File: config.mk
export PLATFORM = sky130hd
export DESIGN_NAME = pmem_egress
export DESIGN_NICKNAME = d
export VERILOG_FILES = /design/src/pmem_pkg.sv /design/src/pmem_egress.sv
export SDC_FILE = /design/constraint.sdc
export NUM_CORES = 1
export LEC_CHECK = 0
export ABC_AREA = 1
export BUFFER_PORTS_ARGS = -buffer_cell sky130_fd_sc_hd__buf_2
export CELL_PAD_IN_SITES_DETAIL_PLACEMENT = 0
export CELL_PAD_IN_SITES_GLOBAL_PLACEMENT = 1
export CORE_AREA = 4 4 230 232
export CTS_BUF_LIST = sky130_fd_sc_hd__clkbuf_4 sky130_fd_sc_hd__clkbuf_8 sky130_fd_sc_hd__clkbuf_16
export CTS_CLUSTER_DIAMETER = 150
export DETAILED_ROUTE_END_ITERATION = 8
export DIE_AREA = 0 0 234 236
export GPL_ROUTABILITY_DRIVEN = 0
export PLACE_DENSITY = 0.65
export SLEW_MARGIN = 30
export SYNTH_ARGS = -nofsm -noshare
export SYNTH_HDL_FRONTEND = slang
export SYNTH_SLANG_ARGS = --single-unit
export TNS_END_PERCENT = 5
File: constraint.sdc
create_clock -name clock -period 6.25 [get_ports clock]
set_clock_uncertainty 0.05 [all_clocks]
set_input_delay 1.5625 -clock clock [delete_from_list [all_inputs] [get_ports clock]]
set_output_delay 1.5625 -clock clock [all_outputs]
set_load 0.005 [all_outputs]
File: src/pmem_pkg.sv
package pmem_pkg;

  localparam int NUM_PORTS = 4;
  localparam int DATA_W = 64;
  localparam int MAX_WORDS = 8;
  localparam int SLOTS = 16;
  localparam int JOB_DEPTH = 4;
  // Drop frees that lost against an egress free
  localparam int FREE_DEPTH = 2;

  typedef logic [1:0] port_t;
  typedef logic [3:0] slot_t;
  typedef logic [2:0] word_idx_t;

  // Holds 1 to MAX_WORDS
  typedef logic [3:0] len_t;

  typedef struct packed {
    port_t port;
    slot_t slot;
  } channel_t;

  // Match result from the external matcher
  typedef struct packed {
    logic     rsvd;
    logic     drop;
    port_t    dest;
    channel_t channel;
  } tag_t;

  typedef struct packed {
    channel_t channel;
  } job_t;

endpackage

File: src/pmem_egress.sv
`timescale 1ns/1ps

module pmem_egress (
  input  logic                                                    clock,
  input  logic                                                    arst_n,
  input  logic [pmem_pkg::NUM_PORTS-1:0]                          job_valid,
  input  pmem_pkg::channel_t [pmem_pkg::NUM_PORTS-1:0]            job_channel,
  output logic [pmem_pkg::NUM_PORTS-1:0]                          job_pop,
  output pmem_pkg::channel_t                                      rd_channel,
  output pmem_pkg::word_idx_t                                     rd_word,
  input  logic [pmem_pkg::NUM_PORTS-1:0][pmem_pkg::DATA_W-1:0]    rd_data,
  input  pmem_pkg::len_t [pmem_pkg::NUM_PORTS-1:0]                rd_len,
  output logic [pmem_pkg::NUM_PORTS-1:0][pmem_pkg::DATA_W-1:0]    transmitout_data,
  output logic [pmem_pkg::NUM_PORTS-1:0]                          transmitout_valid,
  output logic [pmem_pkg::NUM_PORTS-1:0]                          transmitout_sop,
  output logic [pmem_pkg::NUM_PORTS-1:0]                          transmitout_eop,
  input  logic [pmem_pkg::NUM_PORTS-1:0]                          transmitout_ready,
  output logic                                                    egr_free,
  output pmem_pkg::channel_t                                      egr_channel
);

  import pmem_pkg::*;

  typedef struct packed {
    logic              sop;
    logic              eop;
    logic [DATA_W-1:0] data;
  } beat_t;

  logic busy;
  port_t cur_dest;
  channel_t cur_ch;
  port_t last_port;
  logic pick_valid;
  port_t pick_port;

  len_t rd_cnt;
  logic rd_first;
  logic rd_vld_q;
  word_idx_t rd_idx_q;
  len_t cur_len;
  beat_t ret_beat;
  logic issue;

  beat_t skid [2];
  logic [1:0] sk_cnt;
  logic sk_push;
  logic sk_pop;

  logic out_valid;
  beat_t out_beat;
  logic out_take;
  logic out_free;

  // Next non-empty queue after the last port served
  always_comb begin : rr_pick
    port_t cand;
    pick_valid = 1'b0;
    pick_port = last_port;
    for (int k = 1; k <= NUM_PORTS; k++) begin
      cand = port_t'(last_port + k);
      if (!pick_valid && job_valid[cand]) begin
        pick_valid = 1'b1;
        pick_port = cand;
      end
    end
  end

  assign job_pop = (!busy && pick_valid) ? (NUM_PORTS'(1) << pick_port) : '0;

  assign rd_channel = cur_ch;
  assign rd_word = word_idx_t'(rd_cnt);

  // Length is valid from the cycle after the first read
  assign cur_len = rd_len[cur_ch.port];
  assign ret_beat.data = rd_data[cur_ch.port];
  assign ret_beat.sop = (rd_idx_q == '0);
  assign ret_beat.eop = (len_t'(rd_idx_q) + len_t'(1) == cur_len);

  assign out_take = out_valid && transmitout_ready[cur_dest];
  assign out_free = !out_valid || out_take;
  assign issue = busy && out_free && (rd_first || rd_cnt < cur_len);

  // Returned word bypasses the skid when it is empty and the output can load
  assign sk_pop = out_free && (sk_cnt != '0);
  assign sk_push = rd_vld_q && !(out_free && sk_cnt == '0);

  always_ff @(posedge clock or negedge arst_n) begin
    if (!arst_n) begin
      busy <= 1'b0;
      cur_dest <= '0;
      cur_ch <= '0;
      last_port <= port_t'(NUM_PORTS - 1);
      rd_cnt <= '0;
      rd_first <= 1'b0;
      rd_vld_q <= 1'b0;
      rd_idx_q <= '0;
      sk_cnt <= '0;
      out_valid <= 1'b0;
      egr_free <= 1'b0;
    end else begin
      if (!busy && pick_valid) begin
        busy <= 1'b1;
        cur_dest <= pick_port;
        cur_ch <= job_channel[pick_port];
        rd_cnt <= '0;
        rd_first <= 1'b1;
      end else if (out_take && out_beat.eop) begin
        busy <= 1'b0;
        last_port <= cur_dest;
      end
      if (issue) begin
        rd_cnt <= rd_cnt + len_t'(1);
        rd_first <= 1'b0;
      end
      rd_vld_q <= issue;
      rd_idx_q <= rd_word;
      sk_cnt <= sk_cnt + 2'(sk_push) - 2'(sk_pop);
      if (out_free) begin
        out_valid <= (sk_cnt != '0) || rd_vld_q;
      end
      egr_free <= out_take && out_beat.eop;
    end
  end

  always_ff @(posedge clock) begin
    if (sk_pop) begin
      skid[0] <= skid[1];
    end
    if (sk_push) begin
      skid[1'(sk_cnt - 2'(sk_pop))] <= ret_beat;
    end
    if (out_free) begin
      out_beat <= (sk_cnt != '0) ? skid[0] : ret_beat;
    end
    if (out_take && out_beat.eop) begin
      egr_channel <= cur_ch;
    end
  end

  always_comb begin
    for (int d = 0; d < NUM_PORTS; d++) begin
      transmitout_data[d] = out_beat.data;
      transmitout_sop[d] = out_beat.sop;
      transmitout_eop[d] = out_beat.eop;
      transmitout_valid[d] = out_valid && (cur_dest == port_t'(d));
    end
  end

endmodule

==> Flow_metrics.wiki <==
{| class="wikitable"
! Metric !! Value
|-
| Status || finished, final reports clean
|-
| First-pass GRT wire length || 63500 microns
|-
| Antenna violations before repair || 4
|-
| Post-CTS Setup Inserts || 0
|-
| Post-detailed-route DRC marker count || 0
|-
| Worst reg-to-reg path cell count || 7
|-
| Class of the most critical setup path || primary input to primary output
|-
| Power consumption || 9.37 mW
|-
| Post-route setup TNS || 0 ns
|-
| Port buffer count || 593
|-
| Endpoint of the worst hold path || rd_idx_q[0]
|-
| Initial standard-cell utilization of the core || 25.0%
|-
| Max Buffers Root-to-Sink || 3
|-
| Total clock buffers created by CTS || 27
|-
| Remaining global-route overflow || 0
|-
| Area occupied by multi-input gates || 4100 sq um
|-
| Final worst path period share || 74.6%
|-
| Source of the worst hold timing path || rd_cnt[0]
|-
| # setup viols final || 0
|-
| Resized cells post-CTS || 0
|-
| WHS Path Cells || 0
|-
| Register area || 6730 sq um
|-
| Die footprint || 55200 sq um
|-
| Layout cells sized above 1 || 36.4%
|-
| Clock tree from TritonCTS || done
|-
| Final-stage net count || 2141
|-
| Vias per inst || 4.36
|-
| Post-layout instance area || 15800 sq um
|-
| Count of antenna-violating nets left after detailed routing || 0
|-
| Maximum clock frequency || 0.214 GHz
|-
| Routed length per placed instance || 17.1 microns
|-
| Slowest cell on the critical path || nor3_1
|-
| Hold WC Path Type || flop to flop
|-
| Gate count after technology mapping || 1467
|-
| Buffers plus inverters on the worst setup path || 3
|-
| Flip-flop and latch count after synthesis || 228
|-
| Leakage power || 7.48 nW
|-
| Sink Count || 228
|-
| Area growth from synthesis to final layout || 23.4%
|-
| 1st-iter DRT viols || 577
|-
| Peak supply drop || 0.494 mV
|-
| Iteration count of the initial detailed-routing pass || 8
|-
| Core region area || 51000 sq um
|-
| Signal arrival time at the worst endpoint || 3.05 ns
|-
| Kind of end point of the critical path || primary output
|-
| Shortest period the worst path allows || 4.66 ns
|-
| CP Data Required Time || 4.64 ns
|-
| Syn. warnings || 0
|-
| Setup repair after global routing missed its margin || false
|-
| Hold Buf Count CTS || 0
|-
| Fill cell instance count of the final layout || 5512
|-
| Distinct cell type count after synthesis || 29
|-
| Worst slew margin relative to its limit || 39.0%
|-
| Sequential-to-total area share from yosys stat || 52.7%
|-
| Area of the mapped netlist || 12800 sq um
|-
| Final hold viol count || 0
|-
| Worst reg2reg startpoint || rd_channel[5]
|-
| Clock-pin slew on the worst setup and hold paths || 0.06 ns
|-
| Number of standard-cell rows in the floorplan || 83
|-
| Kind of launch point of the worst setup path || primary input
|-
| Max stage delay on crit path || 0.32 ns
|-
| Count of H-tree levels built during CTS || 1
|-
| Largest net degree at the start of global routing || 85
|-
| Flop-to-flop setup slack || 2.98 ns
|-
| Top delay family on crit path || simple AND/OR/NAND/NOR gates
|-
| Most prevalent standard cell on the critical path || nand2_1
|-
| Cell Area, Placed || 14900 sq um
|-
| Crit Reg-Reg Endpoint || transmitout_data[1]
|-
| Transition time at the pin with the least slew margin || 0.915 ns
|-
| Total via count in the routed design || 11.0k
|-
| Clock latency at the later pin of the worst-skew pair || 0.55 ns
|-
| Clock root buffer master || clkbuf_16
|-
| GRT Overall Usage || 14.6%
|-
| Areal power density over the cells || 595 nW/um^2
|-
| Max-cap check violation count || 0
|-
| Synthesized Nets || 1781
|-
| Estimated wirelength of the detail-placed design || 30700 microns
|-
| Vert. Die Dim || 236 microns
|-
| Pins Over Slew Limit || 0
|-
| Critical-path maximum fanout || 15
|-
| Mean instance size in the synthesized netlist || 8.70 sq um
|-
| Number of global-route vias before repair || 10.9k
|-
| DRT Wirelength || 43100 microns
|-
| Horizontal die dimension || 234 microns
|-
| Ports || 594
|-
| Worst path cell trace || buf_2 -> nand2_1 -> nand2_1 -> nand2_1 -> nand2_1 -> inv_1 -> nand2_1 -> nand2_1 -> nand2_1 -> nor3_1 -> buf_2
|}
-- worst reg2reg max path, stage by stage (launching register included) --
cell and delay, ns:
dfrtp_2 0.66, buf_4 0.42, inv_2 0.56, buf_4 0.52, o21ai_0 0.19, o22ai_1 0.46, nand2_1 0.10, nand2_1 0.16
-- power by group --
part           switching (mW)  internal (mW)
Clock                   0.625          0.882
Combinational            2.86           1.49
Sequential              0.572           2.95
Total                    4.05           5.32
-- registers in the layout (all words and copies together), names as in the netlist --
name,count
busy,1
cur_dest,2
egr_channel,6
egr_free,1
last_port,2
out_valid,1
rd_channel,6
rd_cnt,4
rd_first,1
rd_idx_q,3
rd_vld_q,1
sk_cnt,2
skid,132
transmitout_data,64
transmitout_eop,1
transmitout_sop,1
-- per-stage QoR --
stage / setup slack [ns] / hold slack, ns / cells / util [%]
floorplan: 0.0192 / 0.389 / 1467 / -
global placement: 1.63 / 0.439 / 2477 / 29.1
detailed placement: 1.57 / 0.433 / 2478 / 29.2
CTS: 1.56 / 0.448 / 2527 / 30.9
global route: 1.42 / 0.470 / 2528 / 30.9
finish: 1.59 / 0.452 / 2529 / 30.9
-- cell type report --
type                    count  share of cell area (%)
clock buffers              37                    4.77
well taps                 680                    5.40
flip-flops and latches    228                    42.8
repair buffers            607                    19.7
diodes                      2                  0.0318
inverters                  26                   0.659
multi-input cells         937                    26.0
clock inverters            12                   0.604
-- logic make-up (layout without fill, tap and decap cells) --
group / Yosys count / in the layout / synth area share [%]
DFF: 228 / 228 / 52.7
buffers and inverters: 302 / 682 / 15.5
other: 0 / 2 / 0
and+or+nand+nor: 714 / 714 / 21.6
AOI/OAI and AO/OA: 206 / 206 / 8.82
adders and majority gates: 8 / 8 / 0.784
xor gates and xnor gates: 9 / 9 / 0.618
-- synthesized netlist by cell type --
master / number / area, sq um
a21oi_1: 5 / 25.0
o22ai_1: 64 / 400
nor2_1: 135 / 507
dfstp_2: 2 / 52.6
ha_1: 8 / 100
nand3_2: 1 / 10.0
inv_2: 3 / 11.3
buf_2: 11 / 55.1
nor3_1: 7 / 35.0
xnor2_1: 4 / 35.0
dfrtp_1: 22 / 551
nand2_1: 534 / 2000
o21bai_1: 1 / 7.51
a21oi_2: 1 / 8.76
nand4_1: 1 / 6.26
inv_1: 23 / 86.3
nand3_1: 30 / 150
and3_1: 1 / 6.26
buf_1: 4 / 15.0
buf_6: 9 / 101
nor2_2: 1 / 6.26
nand2_2: 4 / 25.0
o21ai_0: 132 / 661
edfxtp_1: 204 / 6130
o21ai_2: 1 / 8.76
clkbuf_1: 49 / 184
buf_4: 203 / 1520
o21a_1: 2 / 15.0
xor2_1: 5 / 43.8
-- layout by cell type, fill, tap and decap left out, drive strengths merged, types with 2 or more instances in the layout --
cell,n
buf,607
nand2,538
edfxtp,204
nor2,136
o21ai,133
o22ai,64
clkbuf,37
nand3,31
inv,26
dfrtp,22
clkinv,10
ha,8
nor3,7
a21oi,6
xor2,5
xnor2,4
diode,2
o21a,2
dfstp,2
-- how the worst max path moves through the flow --
| stage | startpoint | end | slack [ns] | depth (start not counted) |
|---|---|---|---|---|
| final | job_valid[0] | job_pop[1] | 1.59 | 11 |
| after floorplan | transmitout_ready[1] | skid[1][0] | 0.02 | 10 |
| after global placement | job_valid[0] | job_pop[3] | 1.63 | 11 |
| after global routing | job_valid[2] | job_pop[0] | 1.42 | 11 |
| after CTS | job_valid[2] | job_pop[1] | 1.56 | 11 |
| after detailed placement | job_valid[2] | job_pop[1] | 1.57 | 11 |
-- metal layers --
layer | vias up | share of wire [%] | track usage (%)
li1 | 5382 | - | -
met1 | 5139 | 42 | 18.2
met2 | 428 | 49 | 26.0
met3 | 65 | 6.1 | 2.32
met4 | 4 | 2.4 | 4.09
met5 | - | 0.032 | 0
Power figures use the tool's default switching activity.
