$ cat src/pmem_pkg.sv
package pmem_pkg;

  localparam int NUM_PORTS = 4;
  localparam int DATA_W = 64;
  localparam int MAX_WORDS = 8;
  localparam int SLOTS = 16;
  localparam int JOB_DEPTH = 4;
  // Drop frees that lost against an egress free
  localparam int FREE_DEPTH = 2;

  typedef logic [1:0] port_t;
  typedef logic [3:0] slot_t;
  typedef logic [2:0] word_idx_t;

  // Holds 1 to MAX_WORDS
  typedef logic [3:0] len_t;

  typedef struct packed {
    port_t port;
    slot_t slot;
  } channel_t;

  // Match result from the external matcher
  typedef struct packed {
    logic     rsvd;
    logic     drop;
    port_t    dest;
    channel_t channel;
  } tag_t;

  typedef struct packed {
    channel_t channel;
  } job_t;

endpackage

$ cat src/pmem_fifo.sv
`timescale 1ns/1ps

module pmem_fifo #(
  parameter type payload_t = logic,
  parameter int DEPTH = 2
) (
  input  logic     clock,
  input  logic     arst_n,
  input  logic     push,
  input  payload_t din,
  input  logic     pop,
  output payload_t dout,
  output logic     empty,
  output logic     full
);

  payload_t mem [DEPTH];
  logic [$clog2(DEPTH)-1:0] wr_ptr;
  logic [$clog2(DEPTH)-1:0] rd_ptr;
  logic [$clog2(DEPTH+1)-1:0] count;
  logic do_push;
  logic do_pop;

  function automatic logic [$clog2(DEPTH)-1:0] next_ptr(input logic [$clog2(DEPTH)-1:0] ptr);
    if (ptr == ($clog2(DEPTH))'(DEPTH - 1)) begin
      return '0;
    end
    return ptr + 1'b1;
  endfunction

  assign empty = (count == '0);
  assign full = (count == ($clog2(DEPTH+1))'(DEPTH));
  assign do_pop = pop && !empty;
  // A full queue still takes a push when the head leaves in the same cycle
  assign do_push = push && (!full || do_pop);
  assign dout = mem[rd_ptr];

  always_ff @(posedge clock or negedge arst_n) begin
    if (!arst_n) begin
      wr_ptr <= '0;
      rd_ptr <= '0;
      count <= '0;
    end else begin
      if (do_push) begin
        wr_ptr <= next_ptr(wr_ptr);
      end
      if (do_pop) begin
        rd_ptr <= next_ptr(rd_ptr);
      end
      count <= count + ($clog2(DEPTH+1))'(do_push) - ($clog2(DEPTH+1))'(do_pop);
    end
  end

  always_ff @(posedge clock) begin
    if (do_push) begin
      mem[wr_ptr] <= din;
    end
  end

endmodule

$ cat src/pmem_dispatch.sv
`timescale 1ns/1ps

module pmem_dispatch (
  input  logic                                           clock,
  input  logic                                           arst_n,
  input  pmem_pkg::tag_t                                 tagin_data,
  input  logic                                           tagin_valid,
  output logic                                           tagin_ready,
  output logic [pmem_pkg::NUM_PORTS-1:0]                 job_valid,
  output pmem_pkg::channel_t [pmem_pkg::NUM_PORTS-1:0]   job_channel,
  input  logic [pmem_pkg::NUM_PORTS-1:0]                 job_pop,
  input  logic                                           egr_free,
  input  pmem_pkg::channel_t                             egr_channel,
  output logic                                           free_valid,
  output pmem_pkg::channel_t                             free_channel
);

  import pmem_pkg::*;

  logic [NUM_PORTS-1:0] q_full;
  logic [NUM_PORTS-1:0] q_empty;
  job_t q_head [NUM_PORTS];
  job_t new_job;
  logic tag_hs;

  logic drop_vld;
  channel_t drop_ch;
  logic pend_push;
  logic pend_pop;
  logic pend_empty;
  channel_t pend_ch;

  // Drops never wait, forwards wait for room in their queue
  assign tagin_ready = tagin_data.drop || !q_full[tagin_data.dest];
  assign tag_hs = tagin_valid && tagin_ready;
  assign new_job = '{channel: tagin_data.channel};

  for (genvar d = 0; d < NUM_PORTS; d++) begin : g_jobq
    pmem_fifo #(
      .payload_t (job_t),
      .DEPTH     (JOB_DEPTH)
    ) u_jobq (
      .clock  (clock),
      .arst_n (arst_n),
      .push   (tag_hs && !tagin_data.drop && tagin_data.dest == port_t'(d)),
      .din    (new_job),
      .pop    (job_pop[d]),
      .dout   (q_head[d]),
      .empty  (q_empty[d]),
      .full   (q_full[d])
    );

    assign job_valid[d] = !q_empty[d];
    assign job_channel[d] = q_head[d].channel;
  end

  always_ff @(posedge clock or negedge arst_n) begin
    if (!arst_n) begin
      drop_vld <= 1'b0;
    end else begin
      drop_vld <= tag_hs && tagin_data.drop;
    end
  end

  always_ff @(posedge clock) begin
    if (tag_hs) begin
      drop_ch <= tagin_data.channel;
    end
  end

  // Egress free first, then held drops, then the fresh drop
  assign pend_pop = !egr_free && !pend_empty;
  assign pend_push = drop_vld && (egr_free || !pend_empty);

  pmem_fifo #(
    .payload_t (channel_t),
    .DEPTH     (FREE_DEPTH)
  ) u_pend (
    .clock  (clock),
    .arst_n (arst_n),
    .push   (pend_push),
    .din    (drop_ch),
    .pop    (pend_pop),
    .dout   (pend_ch),
    .empty  (pend_empty),
    .full   ()
  );

  assign free_valid = egr_free || !pend_empty || drop_vld;
  assign free_channel = egr_free ? egr_channel : (!pend_empty ? pend_ch : drop_ch);

endmodule

$ cat config.mk
export PLATFORM = sky130hd
export DESIGN_NAME = pmem_dispatch
export DESIGN_NICKNAME = d
export VERILOG_FILES = /design/src/pmem_pkg.sv /design/src/pmem_fifo.sv /design/src/pmem_dispatch.sv
export SDC_FILE = /design/constraint.sdc
export NUM_CORES = 1
export LEC_CHECK = 0
export BUFFER_PORTS_ARGS = -buffer_cell sky130_fd_sc_hd__buf_2
export CAP_MARGIN = 20
export CORE_MARGIN = 1
export CORE_UTILIZATION = 59
export CTS_CLUSTER_DIAMETER = 100
export DETAILED_ROUTE_END_ITERATION = 10
export GPL_ROUTABILITY_DRIVEN = 1
export GPL_TIMING_DRIVEN = 1
export PLACE_DENSITY = 0.89
export RECOVER_POWER = 25
export SYNTH_ARGS = -nofsm -noshare
export SYNTH_HDL_FRONTEND = slang
export SYNTH_SLANG_ARGS = --single-unit
$ cat constraint.sdc
create_clock -name clock -period 2.9 [get_ports clock]
set_input_delay 0.58 -clock clock [delete_from_list [all_inputs] [get_ports clock]]
set_output_delay 0.58 -clock clock [all_outputs]
set_load 0.05 [all_outputs]
==> results.py, run 1 <==
metrics = {
    "floorplan": {
        "die_width_um": 105,
        "core_area_um2": 10300,
        "die_y_um": 105,
        "num_rows": 37,
        "pin_count": 60,
        "dieArea_um2": 11000,
        "initial_utilization_pct": 60.8,
    },
    "clock_tree": {
        "ctsHtreeMaxLevel": 4,
        "cts-root-buf": "clkbuf_8",
        "cts_hold_buffers": 0,
        "clk_pin_slew_ns": 0.06,
        "cts_setup_buffers": 0,
        "cts_sinks": 147,
        "cts_made_buffers": 17,
        "cts.path.max_buffers": 2,
        "insertion_delay_ns": 0.52,
        "ctsResizeCount": 0,
        "cts_tree": "yes",
    },
    "critical_path": {
        "endpoint_kind": "output port",
        "r2r_end": "g_jobq[3].u_jobq.count[2]",
        "worst_ep_required_time_ns": 2.32,
        "crit_fanout": 4,
        "cp.arrival_ns": 2.22,
        "cp-start-kind": "flop",
        "reg2reg_from": "g_jobq[3].u_jobq.count[2]",
        "r2r_slack_ns": 0.53,
        "reg2reg_depth": 10,
        "path_class": "flop to output port",
    },
    "flow_run": {
        "cap_violations": 0,
    },
    "synthesis": {
        "synth_edf_count": 114,
        "ys_ff_latch": 147,
        "synth.area.top_cells": "edfxtp_1, dfrtp_1, mux4_2",
        "yosysWarnings": 0,
        "synthArstFlopShare_pct": 22.4,
        "ys_types": 32,
        "synth.largest_area_cell": "edfxtp_1",
        "syn-instance-count": 357,
        "ys_seq_area_share_pct": 68.0,
        "synth_top_area_share_pct": 54.8,
        "yosysMostFrequentCell": "edfxtp_1",
        "syn_avg_cell_area_um2": 17.5,
        "yosys-top-cells-count": "edfxtp_1, dfrtp_1, inv_1",
        "netlist_area_um2": 6250,
        "synth_flop_cell": "edfxtp_1",
        "synth_nets": 415,
    },
    "sta": {
        "finalSetupTns_ns": 0,
        "tightest_slew_ns": 0.814,
        "period_share_pct": 96.4,
        "finalHoldViolCount": 0,
        "fmax_mhz": 358,
        "worst_slack_ns": 0.105,
        "rsz0062_at_grt": "no",
        "finalMaxSlewViolations": 0,
        "timing.final.crit_period_ns": 2.80,
        "setup_viol": 0,
        "clock_skew_ns": 0.00624,
        "slew_headroom_pct": 45.7,
    },
    "placement": {
        "placedCellCount": 542,
        "port_buffers": 58,
        "placed_area_um2": 6670,
        "place_ws_ns": 0.604,
        "globalplace.congestion": 0.745,
        "place_hpwl_mm": 6.84,
    },
    "grt": {
        "grt-busiest-layer": "met2",
        "grt.total_usage_pct": 21.9,
        "met2_usage_pct": 37.7,
        "overflow": 0,
        "grt_use_met1_pct": 27.1,
        "antenna_found_initial": 0,
        "grt_start_max_net_pins": 34,
        "grt_pass1_vias": 3415,
        "grtUsageMet3_pct": 4.99,
        "grt_pass1_wl_mm": 17.4,
    },
    "power": {
        "p_clk_share_pct": 29.4,
        "p_sw_mw": 2.85,
        "peakVddDrop_v": 0.000729,
        "power.density_nw_per_um2": 1070,
        "p_sw_share_pct": 36.3,
        "p_leak_nw": 2.82,
        "power.internal_mw": 5.00,
        "p_comb_share_pct": 31.9,
        "sequentialPowerShare_pct": 38.7,
    },
    "drt": {
        "remaining_drc_errors": 0,
        "drt_pass1_iterations": 4,
        "finalWirelength_mm": 10.7,
        "drt-wirelength-per-cell_um": 18.6,
        "ant_nets": 0,
        "drtIter0Drc": 230,
        "vias": 3183,
        "via_per_inst": 5.55,
    },
    "finish": {
        "layout.nets": 483,
        "area_growth_pct": 16.9,
        "drive_gt1_share_pct": 31.3,
        "instances_no_fill": 574,
        "stdcell_area_um2": 7300,
        "n_antenna_cell": 0,
    },
    "outcome": {
        "status": "complete, no violations",
    },
    "worst_hold_path": {
        "hp-class": "primary input to asynchronous set/reset pin",
    },
}
==> sequential cells by signal, summed over array words and instances (netlist names) <==
| name | cells |
|---|---|
| g_jobq.u_jobq.wr_ptr | 8 |
| g_jobq.u_jobq.mem | 96 |
| drop_vld | 1 |
| u_pend.rd_ptr | 1 |
| u_pend.wr_ptr | 1 |
| u_pend.mem | 12 |
| u_pend.count | 2 |
| drop_ch | 6 |
| g_jobq.u_jobq.rd_ptr | 8 |
| g_jobq.u_jobq.count | 12 |
==> cell type report <==
| cell class | instances | area, um2 |
|---|---|---|
| sequential | 147 | 4250 |
| fill | 611 | 2970 |
| multi-input combinational | 168 | 1840 |
| clock buffer | 17 | 414 |
| timing repair buffer | 59 | 292 |
| clock inverter | 15 | 221 |
| tap | 136 | 170 |
| inverter | 32 | 120 |
==> logic make-up after synthesis <==
family / count (synthesis) / share of synthesized area (%)
DFF: 147 / 68.0
and+or+nand+nor: 56 / 4.91
xor gates and xnor gates: 13 / 1.82
AOI/OAI and AO/OA: 13 / 1.68
muxes: 52 / 13.7
buffers and inverters: 42 / 2.60
adders and majority gates: 34 / 7.29
==> worst max path at each step <==
stage	startpoint	to	slack (ns)	cells past startpoint
after floorplan	u_pend.count[1]	free_channel[0]	0.37	3
after detailed placement	g_jobq[3].u_jobq.count[2]	g_jobq[3].u_jobq.count[2]	0.60	10
after CTS	g_jobq[1].u_jobq.count[1]	tagin_ready	0.12	4
after global routing	g_jobq[1].u_jobq.count[1]	tagin_ready	0.03	4
after global placement	tagin_data[6]	tagin_ready	0.66	5
final	g_jobq[1].u_jobq.count[1]	tagin_ready	0.10	4
==> through the flow <==
stage               hold slack, ns  total power [mW]  util (%)
finish                       0.117              7.84      71.1
global route                 0.179              8.22      71.1
CTS                          0.149              7.90      71.1
detailed placement           0.477              5.54      64.9
global placement             0.460              5.39      64.9
floorplan                    0.284              5.01         -
==> cell usage in the layout (no fill, tap or decap), drive strengths merged, types with 2 or more instances in the layout <==
cell / instances
a211oi: 2
and2: 17
buf: 54
bufinv: 4
clkbuf: 22
clkinv: 4
clkinvlp: 2
dfrtp: 33
edfxtp: 114
fa: 4
ha: 30
inv: 37
mux2: 22
mux2i: 6
mux4: 24
nand2: 12
nand2b: 3
nor2: 15
nor3: 2
nor3b: 2
o21ai: 7
or3: 4
xnor2: 9
xor2: 4
==> power groups by stage <==
stage / clock [mW] / sequential (mW) / combinational, mW
after global placement: 0 / 3.03 / 2.36
after detailed placement: 0 / 3.07 / 2.47
after floorplan: 0 / 2.81 / 2.20
after CTS: 2.33 / 3.04 / 2.53
final: 2.31 / 3.04 / 2.50
after global routing: 2.42 / 3.10 / 2.70
==> layer usage <==
metal	up-vias	part of all wire, %
met5	-	0
met3	14	4.8
met1	1612	42
met4	0	1.4
li1	1461	-
met2	96	52
==> worst max-delay path, stage by stage (launching register included) <==
cell	delay, ns
dfrtp_1	0.42
nor3b_1	0.46
o22ai_1	0.18
or4_1	0.41
buf_2	0.22
No activity file was read; power rests on OpenSTA's default activity.
==> run 2, diff against run 1 <==
Settings changed: CORE_UTILIZATION 59 to 45, PLACE_DENSITY 0.89 to 0.73.
==> results.py, run 2 (synthesized netlist as in run 1, its figures left out) <==
metrics = {
    "floorplan": {
        "die_width_um": 120,
        "num_rows": 42,
        "initial_utilization_pct": 46.6,
        "core_area_um2": 13400,
        "dieArea_um2": 14400,
        "pin_count": 60,
        "die_y_um": 120,
    },
    "critical_path": {
        "worst_ep_required_time_ns": 2.32,
        "endpoint_kind": "output port",
        "cp.arrival_ns": 2.08,
        "crit_fanout": 4,
        "path_class": "flop to output port",
        "cp-start-kind": "flop",
    },
    "drt": {
        "ant_nets": 0,
        "vias": 3090,
        "drt_pass1_iterations": 4,
        "drt-wirelength-per-cell_um": 17.1,
        "via_per_inst": 5.02,
        "remaining_drc_errors": 0,
        "drtIter0Drc": 185,
        "finalWirelength_mm": 10.5,
    },
    "finish": {
        "area_growth_pct": 16.6,
        "layout_commonest_cell": "edfxtp_1",
        "top_register": "g_jobq.u_jobq.mem",
        "top_regs": "g_jobq.u_jobq.mem: 96 flops, g_jobq.u_jobq.count: 12 flops, u_pend.mem: 12 flops",
        "n_antenna_cell": 0,
        "fill_cells": 1091,
        "mostFrequentLayoutCells": "edfxtp_1, buf_2, dfrtp_1, inv_1, ha_1",
        "largest_register_ffs": 96,
        "drive_gt1_share_pct": 29.6,
        "multi_input_area_um2": 1840,
        "layout.nets": 484,
        "regArea_um2": 4250,
    },
    "sta": {
        "period_share_pct": 91.8,
        "setup_viol": 0,
        "timing.final.crit_period_ns": 2.66,
        "finalMaxSlewViolations": 0,
        "slew_headroom_pct": 45.5,
        "tightest_slew_ns": 0.817,
        "fmax_mhz": 376,
        "finalSetupTns_ns": 0,
        "whs_ns": 0.242,
        "finalHoldViolCount": 0,
        "rsz0062_at_grt": "no",
        "clock_skew_ns": 0.00768,
    },
    "clock_tree": {
        "cts_setup_buffers": 0,
        "ctsResizeCount": 0,
        "cts_sinks": 147,
        "ctsHtreeMaxLevel": 4,
        "cts.path.max_buffers": 2,
        "clk_pin_slew_ns": 0.06,
        "cts_hold_buffers": 0,
        "insertion_delay_ns": 0.42,
        "cts_made_buffers": 17,
        "cts-root-buf": "clkbuf_16",
        "cts_tree": "yes",
    },
    "grt": {
        "antenna_found_initial": 0,
        "grt_pass1_vias": 3214,
        "grt.total_usage_pct": 16.2,
        "grt_start_max_net_pins": 34,
        "overflow": 0,
        "grt_pass1_wl_mm": 16.6,
    },
    "placement": {
        "place_hpwl_mm": 7.10,
        "port_buffers": 58,
        "globalplace.congestion": 0.695,
    },
    "power": {
        "p_sw_mw": 2.69,
        "sequentialPowerShare_pct": 39.9,
        "p_clk_share_pct": 27.4,
        "p_sw_share_pct": 35.6,
        "power.internal_mw": 4.87,
        "p_comb_share_pct": 32.7,
        "p_leak_nw": 2.79,
        "peakVddDrop_v": 0.000820,
        "power.density_nw_per_um2": 1040,
    },
    "outcome": {
        "status": "complete, no violations",
    },
    "worst_hold_path": {
        "hp-class": "primary input to asynchronous set/reset pin",
    },
    "flow_run": {
        "cap_violations": 0,
    },
}
==> run 2: cell count changes in the layout (fill, tap and decap cells not counted), moves of 2 or more <==
| cell | previous run | this run |
|---|---|---|
| clkbuf_1 | 5 | 12 |
| clkinv_4 | 4 | 0 |
| bufinv_16 | 4 | 2 |
| clkinv_2 | 0 | 2 |
| inv_6 | 2 | 0 |
| inv_8 | 3 | 0 |
==> run 2: path summary, 6_finish.rpt <==
kind	from	to	slack, ns	cells past startpoint
worst max-delay path	g_jobq[3].u_jobq.count[1]	tagin_ready	0.24	5
worst min-delay path	arst_n	g_jobq[3].u_jobq.wr_ptr[1]	0.24	1
worst max register to register	g_jobq[3].u_jobq.count[2]	g_jobq[3].u_jobq.count[2]	0.63	10
worst min register to register	drop_ch[4]	u_pend.mem[0][4]	0.48	0
max in group asynchronous	arst_n	u_pend.wr_ptr	2.15	1
min in group clock	tagin_data[8]	drop_vld	0.46	2
==> run 2: power groups by stage <==
| stage | registers [mW] | clock network (mW) | logic, mW |
|---|---|---|---|
| after floorplan | 2.81 | 0 | 2.20 |
| after global placement | 3.04 | 0 | 2.40 |
| after detailed placement | 3.07 | 0 | 2.50 |
| after CTS | 3.03 | 2.11 | 2.51 |
| after global routing | 3.09 | 2.19 | 2.69 |
| final | 3.02 | 2.07 | 2.47 |
==> run 2: final cells by class <==
class	count	area share, %
clock buffer	26	6.58
clock inverter	6	1.12
inverter	32	1.65
multi-input combinational	168	25.2
sequential	147	58.3
tap	176	3.02
timing repair buffer	60	4.10
==> run 2: metrics by stage <==
step / cells / setup slack [ns] / area [um2] / total power, mW / util (%)
after floorplan: 357 / 0.366 / 6250 / 5.01 / -
after global placement: 583 / 0.652 / 6730 / 5.45 / 50.2
after detailed placement: 583 / 0.617 / 6730 / 5.57 / 50.2
after CTS: 615 / 0.218 / 7290 / 7.65 / 54.4
after global routing: 615 / 0.159 / 7290 / 7.97 / 54.4
final: 615 / 0.238 / 7290 / 7.56 / 54.4
==> run 2: metal layers <==
layer / track usage [%] / vias up / share of wire [%]
met5: 0 / - / 0
met4: 6.80 / 0 / 1.5
met3: 5.13 / 14 / 4.6
met2: 25.5 / 73 / 49
met1: 20.7 / 1552 / 45
li1: - / 1451 / -
==> run 2: worst max-delay path, stage by stage, from the launching register on <==
cell	delay, ns
dfrtp_1	0.43
nor3b_1	0.34
buf_4	0.19
o22ai_1	0.07
or4_1	0.41
buf_2	0.23
==> run 3, diff against run 2 <==
Settings changed: SYNTH_HIERARCHICAL set to 1.
==> results.py, run 3 <==
metrics = {
    "drt": {
        "remaining_drc_errors": 0,
        "drt_pass1_iterations": 4,
        "via_per_inst": 5.14,
        "ant_nets": 0,
        "finalWirelength_mm": 10.8,
        "vias": 3183,
        "drtIter0Drc": 133,
        "drt-wirelength-per-cell_um": 17.5,
    },
    "critical_path": {
        "r2r_slack_ns": 0.64,
        "cp-start-kind": "flop",
        "r2r_end": "g_jobq[1].u_jobq/count[2]",
        "crit_fanout": 9,
        "path_cells": "mux4_2 > buf_2",
        "cp.arrival_ns": 1.89,
        "worst_ep_required_time_ns": 2.32,
        "reg2reg_from": "g_jobq[1].u_jobq/count[1]",
        "crit_slowest_cell": "dfrtp_1",
        "path_class": "flop to output port",
        "reg2reg_depth": 7,
        "endpoint_kind": "output port",
        "critPathMaxStageDelay_ns": 0.65,
    },
    "grt": {
        "grt_pass1_vias": 3343,
        "grt_pass1_wl_mm": 17.3,
        "grt_start_max_net_pins": 34,
        "grt.total_usage_pct": 16.6,
        "antenna_found_initial": 0,
        "overflow": 0,
    },
    "synthesis": {
        "syn_avg_cell_area_um2": 17.7,
        "yosysWarnings": 6,
        "synth_nets": 412,
        "syn-instance-count": 358,
        "netlist_area_um2": 6350,
    },
    "finish": {
        "top_regs": "g_jobq.u_jobq/mem: 96 flops, g_jobq.u_jobq/count: 12 flops, u_pend/mem: 12 flops",
        "drive_gt1_share_pct": 31.0,
        "layout_commonest_cell": "edfxtp_1",
        "area_growth_pct": 16.2,
        "top_register": "g_jobq.u_jobq/mem",
        "fill_cells": 1105,
        "largest_register_ffs": 96,
        "instances_no_fill": 619,
        "n_antenna_cell": 0,
        "mostFrequentLayoutCells": "edfxtp_1, buf_2, dfrtp_1, ha_1, mux4_2",
        "layout.nets": 480,
        "regArea_um2": 4250,
        "multi_input_area_um2": 1960,
    },
    "clock_tree": {
        "cts_made_buffers": 17,
        "cts_hold_buffers": 0,
        "cts.path.max_buffers": 2,
        "ctsResizeCount": 0,
        "cts_tree": "yes",
        "cts_sinks": 147,
        "ctsHtreeMaxLevel": 4,
        "cts_setup_buffers": 0,
        "insertion_delay_ns": 0.42,
        "cts-root-buf": "clkbuf_16",
        "clk_pin_slew_ns": 0.06,
    },
    "sta": {
        "whs_ns": 0.251,
        "tightest_slew_ns": 0.839,
        "period_share_pct": 85.1,
        "setup_viol": 0,
        "fmax_mhz": 405,
        "finalMaxSlewViolations": 0,
        "slew_headroom_pct": 44.1,
        "finalHoldViolCount": 0,
        "finalSetupTns_ns": 0,
        "timing.final.crit_period_ns": 2.47,
        "clock_skew_ns": 0.00828,
        "rsz0062_at_grt": "no",
    },
    "flow_run": {
        "cap_violations": 0,
    },
    "floorplan": {
        "dieArea_um2": 14600,
        "core_area_um2": 13800,
        "num_rows": 43,
        "die_y_um": 121,
        "initial_utilization_pct": 45.9,
        "die_width_um": 121,
        "pin_count": 60,
    },
    "worst_hold_path": {
        "hp-class": "primary input to asynchronous set/reset pin",
    },
    "placement": {
        "placedCellCount": 587,
        "port_buffers": 58,
        "place_hpwl_mm": 7.50,
        "globalplace.congestion": 0.724,
    },
    "power": {
        "power.density_nw_per_um2": 1030,
        "peakVddDrop_v": 0.000654,
        "p_leak_nw": 2.79,
    },
    "outcome": {
        "status": "complete, no violations",
    },
}
==> run 3: per-layer routing <==
layer	track usage (%)	wire [um]
met5	0	0
met2	28.3	5760
met3	5.28	410
met4	7.02	153
met1	19.2	4510
==> run 3: worst max-delay path: cells and delay by family (launching register included) <==
| family | cells | cell delay, ns |
|---|---|---|
| flip-flops | 1 | 0.65 |
| multiplexers | 1 | 0.59 |
| buffers and inverters | 1 | 0.23 |
==> run 3: how the worst max path moves through the flow <==
stage | from | end | slack, ns | cells after the start
finish | g_jobq[2].u_jobq/rd_ptr[0] | job_channel[17] | 0.43 | 2
global route | g_jobq[2].u_jobq/rd_ptr[0] | job_channel[14] | 0.33 | 2
CTS | g_jobq[2].u_jobq/rd_ptr[0] | job_channel[17] | 0.38 | 2
detailed placement | tagin_data[8] | g_jobq[2].u_jobq/count[2] | 0.14 | 9
global placement | tagin_data[8] | g_jobq[2].u_jobq/count[2] | 0.17 | 9
floorplan | tagin_data[8] | g_jobq[2].u_jobq/count[2] | 0.45 | 8
==> run 3: area by class of cell <==
class | count | share of cell area [%]
Tap cell | 180 | 3.05
Timing Repair Buffer | 60 | 4.05
Clock inverter | 11 | 1.15
Multi-Input combinational cell | 176 | 26.6
Clock buffer | 21 | 6.37
Sequential cell | 147 | 57.6
Inverter | 24 | 1.22
==> run 3: per-stage QoR <==
stage          area (um2)  total power [mW]  util, %  worst slack (ns)
2_1_floorplan        6350              5.12        -             0.449
3_3_place_gp         6830              5.55     49.4             0.165
3_5_place_dp         6830              5.68     49.4             0.140
4_1_cts              7390              7.70     53.4             0.379
5_1_grt              7380              8.03     53.4             0.328
6_report             7380              7.60     53.4             0.432
==> run 3: power breakdown <==
group          switching [mW]  internal [mW]
sequential              0.481           2.60
clock                   0.781           1.23
combinational            1.49           1.02
